==> config.mk <==
export PLATFORM = sky130hd
export DESIGN_NAME = uart_rx_top
export DESIGN_NICKNAME = d
export VERILOG_FILES = /design/src/common/uart_rx_pkg.sv /design/src/hw/baud_tick_gen.sv /design/src/uart_rx/uart_rx.sv /design/src/hw/rx_collector.sv /design/src/hw/uart_rx_top.sv
export SDC_FILE = /design/constraint.sdc
export NUM_CORES = 1
export LEC_CHECK = 0
export ABC_AREA = 1
export BUFFER_PORTS_ARGS = -buffer_cell sky130_fd_sc_hd__clkbuf_2
export CAP_MARGIN = 15
export CORE_ASPECT_RATIO = 1.1
export CORE_MARGIN = 4
export CORE_UTILIZATION = 28
export CTS_CLUSTER_DIAMETER = 60
export DETAILED_ROUTE_END_ITERATION = 16
export GPL_ROUTABILITY_DRIVEN = 1
export PLACE_DENSITY_LB_ADDON = 0.3
export SLEW_MARGIN = 25
export SYNTH_ARGS = -nofsm -noshare
export SYNTH_HDL_FRONTEND = slang
export SYNTH_SLANG_ARGS = --single-unit
==> constraint.sdc <==
create_clock -name clk_i -period 2.4 [get_ports clk_i]
set_input_delay 0.24 -clock clk_i [delete_from_list [all_inputs] [get_ports clk_i]]
set_output_delay 0.24 -clock clk_i [all_outputs]
set_load 0.01 [all_outputs]
==> src/common/uart_rx_pkg.sv <==
package uart_rx_pkg;

	// Number of serial lines handled by the receiver block.
	localparam int NUM_CH = 4;
	localparam int CH_W = 2;

	// Receive FIFO geometry. The fill count needs one bit more than the pointers.
	localparam int FIFO_DEPTH = 8;
	localparam int CNT_W = 4;

	localparam int BAUD_W = 16;

	typedef logic [7:0] rx_byte_t;
	typedef logic [BAUD_W-1:0] baud_inc_t;
	typedef logic [CH_W-1:0] ch_id_t;
	typedef logic [CNT_W-1:0] fifo_cnt_t;

	// Line settings, shared by all channels.
	typedef struct packed {
		logic parity_enable;
		logic parity_odd;
		baud_inc_t baud_inc;
	} rx_cfg_t;

	// What one receiver hands over with its valid pulse.
	typedef struct packed {
		rx_byte_t data;
		logic frame_err;
		logic parity_err;
	} rx_result_t;

	// One FIFO entry, tagged with the line it came from.
	typedef struct packed {
		ch_id_t ch;
		rx_byte_t data;
		logic frame_err;
		logic parity_err;
	} rx_entry_t;

	typedef enum logic {
		RX_IDLE,
		RX_RECEIVING
	} rx_state_e;

endpackage

==> src/hw/baud_tick_gen.sv <==
`timescale 1ns/1ps

module baud_tick_gen (
	input logic clk_i,
	input logic rst_ni,
	input uart_rx_pkg::baud_inc_t baud_inc,
	output logic tick_x16
);
	import uart_rx_pkg::*;

	logic [BAUD_W-1:0] acc_q;
	logic [BAUD_W-1:0] acc_d;
	logic carry;
	logic tick_q;

	// The tick rate is clk * baud_inc / 2^BAUD_W, so any baud rate can be
	// reached from one clock with a small fractional error.
	always_comb begin
		{carry, acc_d} = {1'b0, acc_q} + {1'b0, baud_inc};
	end

	always_ff @(posedge clk_i or negedge rst_ni) begin
		if (!rst_ni) begin
			acc_q <= '0;
			tick_q <= 1'b0;
		end else begin
			acc_q <= acc_d;
			tick_q <= carry;
		end
	end

	assign tick_x16 = tick_q;

endmodule

==> src/uart_rx/uart_rx.sv <==
`timescale 1ns/1ps

module uart_rx (
	input logic clk_i,
	input logic rst_ni,
	input logic rx_enable,
	input logic tick_baud_x16,
	input logic parity_enable,
	input logic parity_odd,
	input logic rx,
	output logic rx_valid,
	output uart_rx_pkg::rx_result_t result,
	output logic idle
);
	import uart_rx_pkg::*;

	rx_state_e state_q;
	rx_state_e state_d;
	logic [10:0] sreg_q;
	logic [10:0] sreg_d;
	logic [3:0] bit_cnt_q;
	logic [3:0] bit_cnt_d;
	logic [3:0] baud_div_q;
	logic [3:0] baud_div_d;
	logic tick_baud_q;
	logic tick_baud_d;
	logic rx_valid_q;
	logic [3:0] frame_bits;

	// Start, eight data bits, optional parity and stop.
	assign frame_bits = parity_enable ? 4'd11 : 4'd10;

	always_comb begin
		state_d = state_q;
		sreg_d = sreg_q;
		bit_cnt_d = bit_cnt_q;
		baud_div_d = baud_div_q;
		tick_baud_d = 1'b0;
		if (!rx_enable) begin
			state_d = RX_IDLE;
			sreg_d = '0;
			bit_cnt_d = '0;
			baud_div_d = '0;
		end else begin
			if (tick_baud_x16) begin
				{tick_baud_d, baud_div_d} = {1'b0, baud_div_q} + 5'd1;
			end
			if (state_q == RX_IDLE) begin
				// The divider starts at half a bit, so every later bit
				// tick lands in the middle of its bit time.
				if (!rx) begin
					state_d = RX_RECEIVING;
					baud_div_d = 4'd8;
					tick_baud_d = 1'b0;
					bit_cnt_d = frame_bits;
					sreg_d = '0;
				end
			end else if (bit_cnt_q == 4'd0) begin
				// A low stop bit was seen; wait for the line to release.
				if (rx) begin
					state_d = RX_IDLE;
				end
			end else if (tick_baud_q) begin
				if (bit_cnt_q == frame_bits && rx) begin
					state_d = RX_IDLE;
					bit_cnt_d = '0;
				end else begin
					sreg_d = {rx, sreg_q[10:1]};
					bit_cnt_d = bit_cnt_q - 4'd1;
					if (bit_cnt_q == 4'd1 && rx) begin
						state_d = RX_IDLE;
					end
				end
			end
		end
	end

	always_ff @(posedge clk_i or negedge rst_ni) begin
		if (!rst_ni) begin
			state_q <= RX_IDLE;
			bit_cnt_q <= '0;
			baud_div_q <= '0;
			tick_baud_q <= 1'b0;
			rx_valid_q <= 1'b0;
		end else begin
			state_q <= state_d;
			bit_cnt_q <= bit_cnt_d;
			baud_div_q <= baud_div_d;
			tick_baud_q <= tick_baud_d;
			rx_valid_q <= rx_enable & tick_baud_q & (state_q == RX_RECEIVING) &
				(bit_cnt_q == 4'd1);
		end
	end

	always_ff @(posedge clk_i) begin
		sreg_q <= sreg_d;
	end

	assign rx_valid = rx_valid_q;
	assign idle = !rx_enable || (state_q == RX_IDLE);

	// The stop bit always ends up in bit 10; the data sits one place lower
	// when a parity bit follows it.
	assign result.data = parity_enable ? sreg_q[8:1] : sreg_q[9:2];
	assign result.frame_err = rx_valid_q & ~sreg_q[10];
	assign result.parity_err = rx_valid_q & parity_enable & (^{sreg_q[9:1], parity_odd});

endmodule

==> src/hw/rx_collector.sv <==
`timescale 1ns/1ps

module rx_collector (
	input logic clk_i,
	input logic rst_ni,
	input logic [uart_rx_pkg::NUM_CH-1:0] rx_valid,
	input uart_rx_pkg::rx_result_t result [uart_rx_pkg::NUM_CH],
	input logic rd,
	input logic clr_overrun,
	output uart_rx_pkg::rx_entry_t rd_data,
	output logic rd_avail,
	output uart_rx_pkg::fifo_cnt_t fill,
	output logic [uart_rx_pkg::NUM_CH-1:0] overrun
);
	import uart_rx_pkg::*;

	// Per-channel holding stage.
	logic [NUM_CH-1:0] hold_full_q;
	rx_result_t hold_q [NUM_CH];
	logic [NUM_CH-1:0] drain;
	logic [NUM_CH-1:0] accept;
	logic [NUM_CH-1:0] ovr_set;
	logic [NUM_CH-1:0] overrun_q;

	// Round-robin picker.
	ch_id_t rr_ptr_q;
	ch_id_t grant_ch;
	logic grant_valid;

	// Receive FIFO.
	rx_entry_t mem [FIFO_DEPTH];
	rx_entry_t wr_entry;
	logic [$clog2(FIFO_DEPTH)-1:0] wr_ptr_q;
	logic [$clog2(FIFO_DEPTH)-1:0] rd_ptr_q;
	fifo_cnt_t count_q;
	logic fifo_full;
	logic push;
	logic pop;

	assign fifo_full = (count_q == fifo_cnt_t'(FIFO_DEPTH));

	// The search starts one past the last granted channel and wraps around
	// to that channel last.
	always_comb begin
		ch_id_t cand;
		grant_valid = 1'b0;
		grant_ch = rr_ptr_q;
		for (int i = 1; i <= NUM_CH; i++) begin
			cand = rr_ptr_q + ch_id_t'(i);
			if (!grant_valid && !fifo_full && hold_full_q[cand]) begin
				grant_valid = 1'b1;
				grant_ch = cand;
			end
		end
	end

	always_comb begin
		for (int k = 0; k < NUM_CH; k++) begin
			drain[k] = grant_valid && (grant_ch == ch_id_t'(k));
			// A slot being emptied this cycle can take the new byte.
			accept[k] = rx_valid[k] && (!hold_full_q[k] || drain[k]);
			ovr_set[k] = rx_valid[k] && hold_full_q[k] && !drain[k];
		end
	end

	always_ff @(posedge clk_i or negedge rst_ni) begin
		if (!rst_ni) begin
			hold_full_q <= '0;
			overrun_q <= '0;
			rr_ptr_q <= ch_id_t'(NUM_CH - 1);
		end else begin
			hold_full_q <= accept | (hold_full_q & ~drain);
			overrun_q <= (overrun_q & ~{NUM_CH{clr_overrun}}) | ovr_set;
			if (grant_valid) begin
				rr_ptr_q <= grant_ch;
			end
		end
	end

	always_ff @(posedge clk_i) begin
		for (int k = 0; k < NUM_CH; k++) begin
			if (accept[k]) begin
				hold_q[k] <= result[k];
			end
		end
	end

	assign push = grant_valid;
	assign pop = rd && rd_avail;

	always_comb begin
		wr_entry.ch = grant_ch;
		wr_entry.data = hold_q[grant_ch].data;
		wr_entry.frame_err = hold_q[grant_ch].frame_err;
		wr_entry.parity_err = hold_q[grant_ch].parity_err;
	end

	always_ff @(posedge clk_i or negedge rst_ni) begin
		if (!rst_ni) begin
			wr_ptr_q <= '0;
			rd_ptr_q <= '0;
			count_q <= '0;
		end else begin
			if (push) begin
				wr_ptr_q <= wr_ptr_q + 1'b1;
			end
			if (pop) begin
				rd_ptr_q <= rd_ptr_q + 1'b1;
			end
			if (push && !pop) begin
				count_q <= count_q + 1'b1;
			end else if (pop && !push) begin
				count_q <= count_q - 1'b1;
			end
		end
	end

	always_ff @(posedge clk_i) begin
		if (push) begin
			mem[wr_ptr_q] <= wr_entry;
		end
	end

	assign rd_data = mem[rd_ptr_q];
	assign rd_avail = (count_q != '0);
	assign fill = count_q;
	assign overrun = overrun_q;

endmodule

==> src/hw/uart_rx_top.sv <==
`timescale 1ns/1ps

module uart_rx_top (
	input logic clk_i,
	input logic rst_ni,
	input logic [uart_rx_pkg::NUM_CH-1:0] rx,
	input logic [uart_rx_pkg::NUM_CH-1:0] rx_enable,
	input uart_rx_pkg::rx_cfg_t cfg,
	input logic rd,
	input logic clr_overrun,
	output uart_rx_pkg::rx_entry_t rd_data,
	output logic rd_avail,
	output uart_rx_pkg::fifo_cnt_t fill,
	output logic [uart_rx_pkg::NUM_CH-1:0] overrun,
	output logic [uart_rx_pkg::NUM_CH-1:0] idle
);
	import uart_rx_pkg::*;

	logic tick_x16;
	logic [NUM_CH-1:0] rx_valid;
	rx_result_t result [NUM_CH];

	// One oversampling tick serves every line.
	baud_tick_gen u_baud_tick_gen (
		.clk_i(clk_i),
		.rst_ni(rst_ni),
		.baud_inc(cfg.baud_inc),
		.tick_x16(tick_x16)
	);

	for (genvar k = 0; k < NUM_CH; k++) begin : g_rx
		uart_rx u_uart_rx (
			.clk_i(clk_i),
			.rst_ni(rst_ni),
			.rx_enable(rx_enable[k]),
			.tick_baud_x16(tick_x16),
			.parity_enable(cfg.parity_enable),
			.parity_odd(cfg.parity_odd),
			.rx(rx[k]),
			.rx_valid(rx_valid[k]),
			.result(result[k]),
			.idle(idle[k])
		);
	end

	rx_collector u_rx_collector (
		.clk_i(clk_i),
		.rst_ni(rst_ni),
		.rx_valid(rx_valid),
		.result(result),
		.rd(rd),
		.clr_overrun(clr_overrun),
		.rd_data(rd_data),
		.rd_avail(rd_avail),
		.fill(fill),
		.overrun(overrun)
	);

endmodule

==> flow_metrics.py <==
metrics = {
    "critical_path": {
        "endpoint_kind": "register",
        "critPathMaxStageDelay_ps": 610,
        "critical_path_buf_inv_count": 5,
        "required_ps": 2690,
        "path_max_fanout": 5,
        "path_cells": "clkbuf_16 > buf_6 > nand2_2 > nand2_1 > nand2_1 > nand2_2 > nand4_1 > nand2_4 > nand2_8 > buf_12 > nor2_4 > nand2_2 > a21oi_4 > buf_6 > buf_6",
        "critPathTopFamily": "simple AND/OR/NAND/NOR gates",
        "rr_worst_depth": 15,
        "rr_startpoint": "u_rx_collector.rr_ptr_q[0]",
        "slowest_stage": "dfstp_2",
        "reg2reg_setup_slack_ps": -90,
        "crit_type": "register to register",
        "arrival_ps": 2780,
        "cp.depth": 15,
        "r2r_end": "u_rx_collector.hold_q[1][8]",
        "cp-start-kind": "register",
    },
    "synth": {
        "syn_inst": 1345,
        "synth.top_cells.by_count": "nand2_1, nor2_1, edfxtp_1",
        "synth_cell_types": 41,
        "yosysWarnings": 0,
        "synth_edf_count": 136,
        "netlist_area_um2": 12400,
        "synth_seq_cells": 257,
        "yosysTopAreaCell": "edfxtp_1",
        "ys_seq_area_frac": 0.557,
        "synth_ff_type": "edfxtp_1",
        "synth_top_area_share": 0.329,
        "synthesis.nets": 1414,
        "ys_async_sr_fraction": 0.315,
        "ys_top_cells_by_area": "edfxtp_1, dfrtp_1, nand2_1",
        "syn_avg_cell_area_um2": 9.23,
        "synth_most_common_cell": "nand2_1",
    },
    "placed_design": {
        "gp_congestion": 0.838,
        "dp_hpwl_mm": 19.6,
        "io_buffers": 54,
    },
    "timing": {
        "whs_ps": 35.0,
        "worstMarginPinSlew_ps": 666,
        "fin_crit_ps": 2490,
        "slew_viol_final": 0,
        "slew-limit-headroom": 0.556,
        "setup_ws_ps": -93.1,
        "fin_crit_sh": 1.04,
        "hold_viol": 0,
        "rsz0062_at_grt": "yes",
        "skew_ps": 13.8,
        "fmax_ghz": 0.401,
        "setup_viol": 106,
    },
    "final_layout": {
        "register_area_um2": 6910,
        "drive_above_1_share": 0.183,
        "area_delta_synth_final_pct": 24.2,
        "multi_input_area_um2": 5120,
        "antennaDiodeCount": 0,
        "fill_cells": 4500,
        "nets": 1531,
    },
    "route": {
        "wl_mm": 28.7,
        "num_vias": 9277,
        "drtAntennaViolNets": 0,
        "initialDrtViolationCount": 563,
        "dr.pass1.iters": 5,
        "wl_per_cell_um": 13.9,
        "drcViolationCount": 0,
        "viasPerCell": 4.50,
    },
    "worst_hold_path": {
        "worstHoldPathType": "input port to register",
        "hold_end": "g_rx[0].u_uart_rx.baud_div_q[3]",
        "hold_start": "rx_enable[0]",
        "hold_depth": 3,
    },
    "floorplanning": {
        "io_pins": 55,
        "num_rows": 80,
        "die_h_um": 229,
        "fp.coreArea_um2": 43600,
        "die_w_um": 209,
        "die_area_um2": 47800,
        "initial_core_util": 0.285,
    },
    "global_route": {
        "gr-total-overflow": 0,
        "grt_pass1_wl_mm": 46.4,
        "antenna_found_initial": 0,
        "grt_use_total": 0.116,
        "grt_pass1_vias": 9099,
        "grt_start_max_net_pins": 69,
    },
    "cts": {
        "clkLatencyLatePin_ps": 570,
        "cts_tree": "built",
        "clkSlewWorstSetupHoldPaths_ps": 60,
        "cts_buffer_depth": 3,
        "numCtsBuffers": 31,
        "cts_sinks": 257,
        "htreeDepth": 1,
        "cts-root-buf": "clkbuf_16",
    },
    "status": {
        "violations": "setup timing",
        "status": "finished with violations",
    },
    "pwr": {
        "peakVddDrop_mv": 0.577,
        "total_power_mw": 17.8,
        "p_per_area_nw_per_um2": 1150,
        "power.leakage_nw": 6.46,
    },
    "job": {
        "maxCapViolations": 0,
    },
}
## layout by cell type, fill, tap and decap left out, types with 15 or more instances in the layout
master	synthesis	routed
nand2_2	18	48
dfxtp_1	40	40
inv_1	127	124
buf_4	9	40
a21oi_1	73	71
ha_1	37	35
nand2_1	275	230
clkbuf_2	0	53
nor2_1	167	162
clkbuf_16	0	32
nand2_4	2	15
xnor2_1	34	33
edfxtp_1	136	136
nand3_1	64	61
o21ai_0	95	93
dfrtp_1	79	79
o22ai_1	26	26
a22oi_1	15	15
xor2_1	34	34
buf_6	3	20
## flip-flops by register name (all words and copies together) (netlist names), 4 cells and up
register and cells:
u_baud_tick_gen.acc_q 16, g_rx.u_uart_rx.tick_baud_q 4, g_rx.u_uart_rx.baud_div_q 16, u_rx_collector.mem 96, u_rx_collector.hold_q 40, g_rx.u_uart_rx.state_q 4, u_rx_collector.overrun 4, g_rx.u_uart_rx.bit_cnt_q 16
u_rx_collector.hold_full_q 4, u_rx_collector.fill 4, g_rx.u_uart_rx.rx_valid 4, g_rx.u_uart_rx.sreg_q 40
## per-layer routing
metal  share of wire  track usage  vias up
met5               0            0        -
met3           0.037       0.0195       46
met2            0.49        0.200      150
met1            0.45        0.150     4348
met4           0.023       0.0316        0
li1                -            -     4733
## what timing repair did
item	in CTS	in global routing
hold buffers	10	0
resized for setup	3	129
setup buffers	1	18
gates cloned	0	6
pin swaps	2	38
setup endpoints to repair	2	135
endpoints found under the hold margin	50	0
## stage by stage
step / util / setup WS (ps) / cells / setup TNS [ps] / instance area [um2]
finish: 0.354 / -93.1 / 2061 / -5150 / 15400
global route: 0.354 / -346 / 2061 / -20410 / 15400
CTS: 0.339 / -24.3 / 2038 / -27.5 / 14800
detailed placement: 0.312 / -39.8 / 1969 / -39.8 / 13600
global placement: 0.312 / -54.6 / 1969 / -54.6 / 13600
floorplan: - / 16.6 / 1345 / 0 / 12500
## worst max-delay path by stage
stage | from | end | slack [ps]
2_1_floorplan | u_rx_collector.rr_ptr_q[1] | u_rx_collector.fill[3] | 20
3_3_place_gp | u_rx_collector.rr_ptr_q[0] | u_rx_collector.fill[3] | -50
3_5_place_dp | u_rx_collector.rr_ptr_q[0] | u_rx_collector.fill[3] | -40
4_1_cts | u_rx_collector.rr_ptr_q[0] | u_rx_collector.fill[3] | -20
5_1_grt | u_rx_collector.rr_ptr_q[0] | u_rx_collector.fill[3] | -350
6_report | u_rx_collector.rr_ptr_q[0] | u_rx_collector.hold_q[1][8] | -90
## layout make-up
type,count,area share
repair inverters,1,0.000568
flip-flops and latches,257,0.448
repair buffers,134,0.0723
clock inverters,14,0.00932
clock buffers,44,0.0580
well taps,574,0.0465
inverters,131,0.0332
multi-input cells,906,0.332
## logic make-up after synthesis
group	Yosys count	share of synthesized area
XOR/XNOR	68	0.0480
AO/OA/AOI/OAI	250	0.113
flip-flops	257	0.557
adder cells (fa/ha/maj)	39	0.0405
multiplexers	2	0.00181
buffers and inverters	182	0.0601
AND/OR/NAND/NOR	547	0.180
## worst reg2reg max path: stages (launching register included)
cell,delay [ps]
dfstp_2,610
clkbuf_16,170
buf_6,90
nand2_2,40
nand2_1,60
nand2_1,60
nand2_2,90
nand4_1,170
nand2_4,130
nand2_8,70
buf_12,140
nor2_4,80
nand2_2,90
a21oi_4,200
buf_6,120
buf_6,110
## report_power, final
group | leakage [nW] | total [mW] | switching (mW) | internal [mW]
combinational | 3.35 | 7.01 | 4.22 | 2.79
clock | 0.509 | 4.66 | 1.85 | 2.81
sequential | 2.61 | 6.10 | 0.349 | 5.75
total | 6.46 | 17.8 | 6.42 | 11.4
Note: power is estimated with default switching activity, not from simulation.
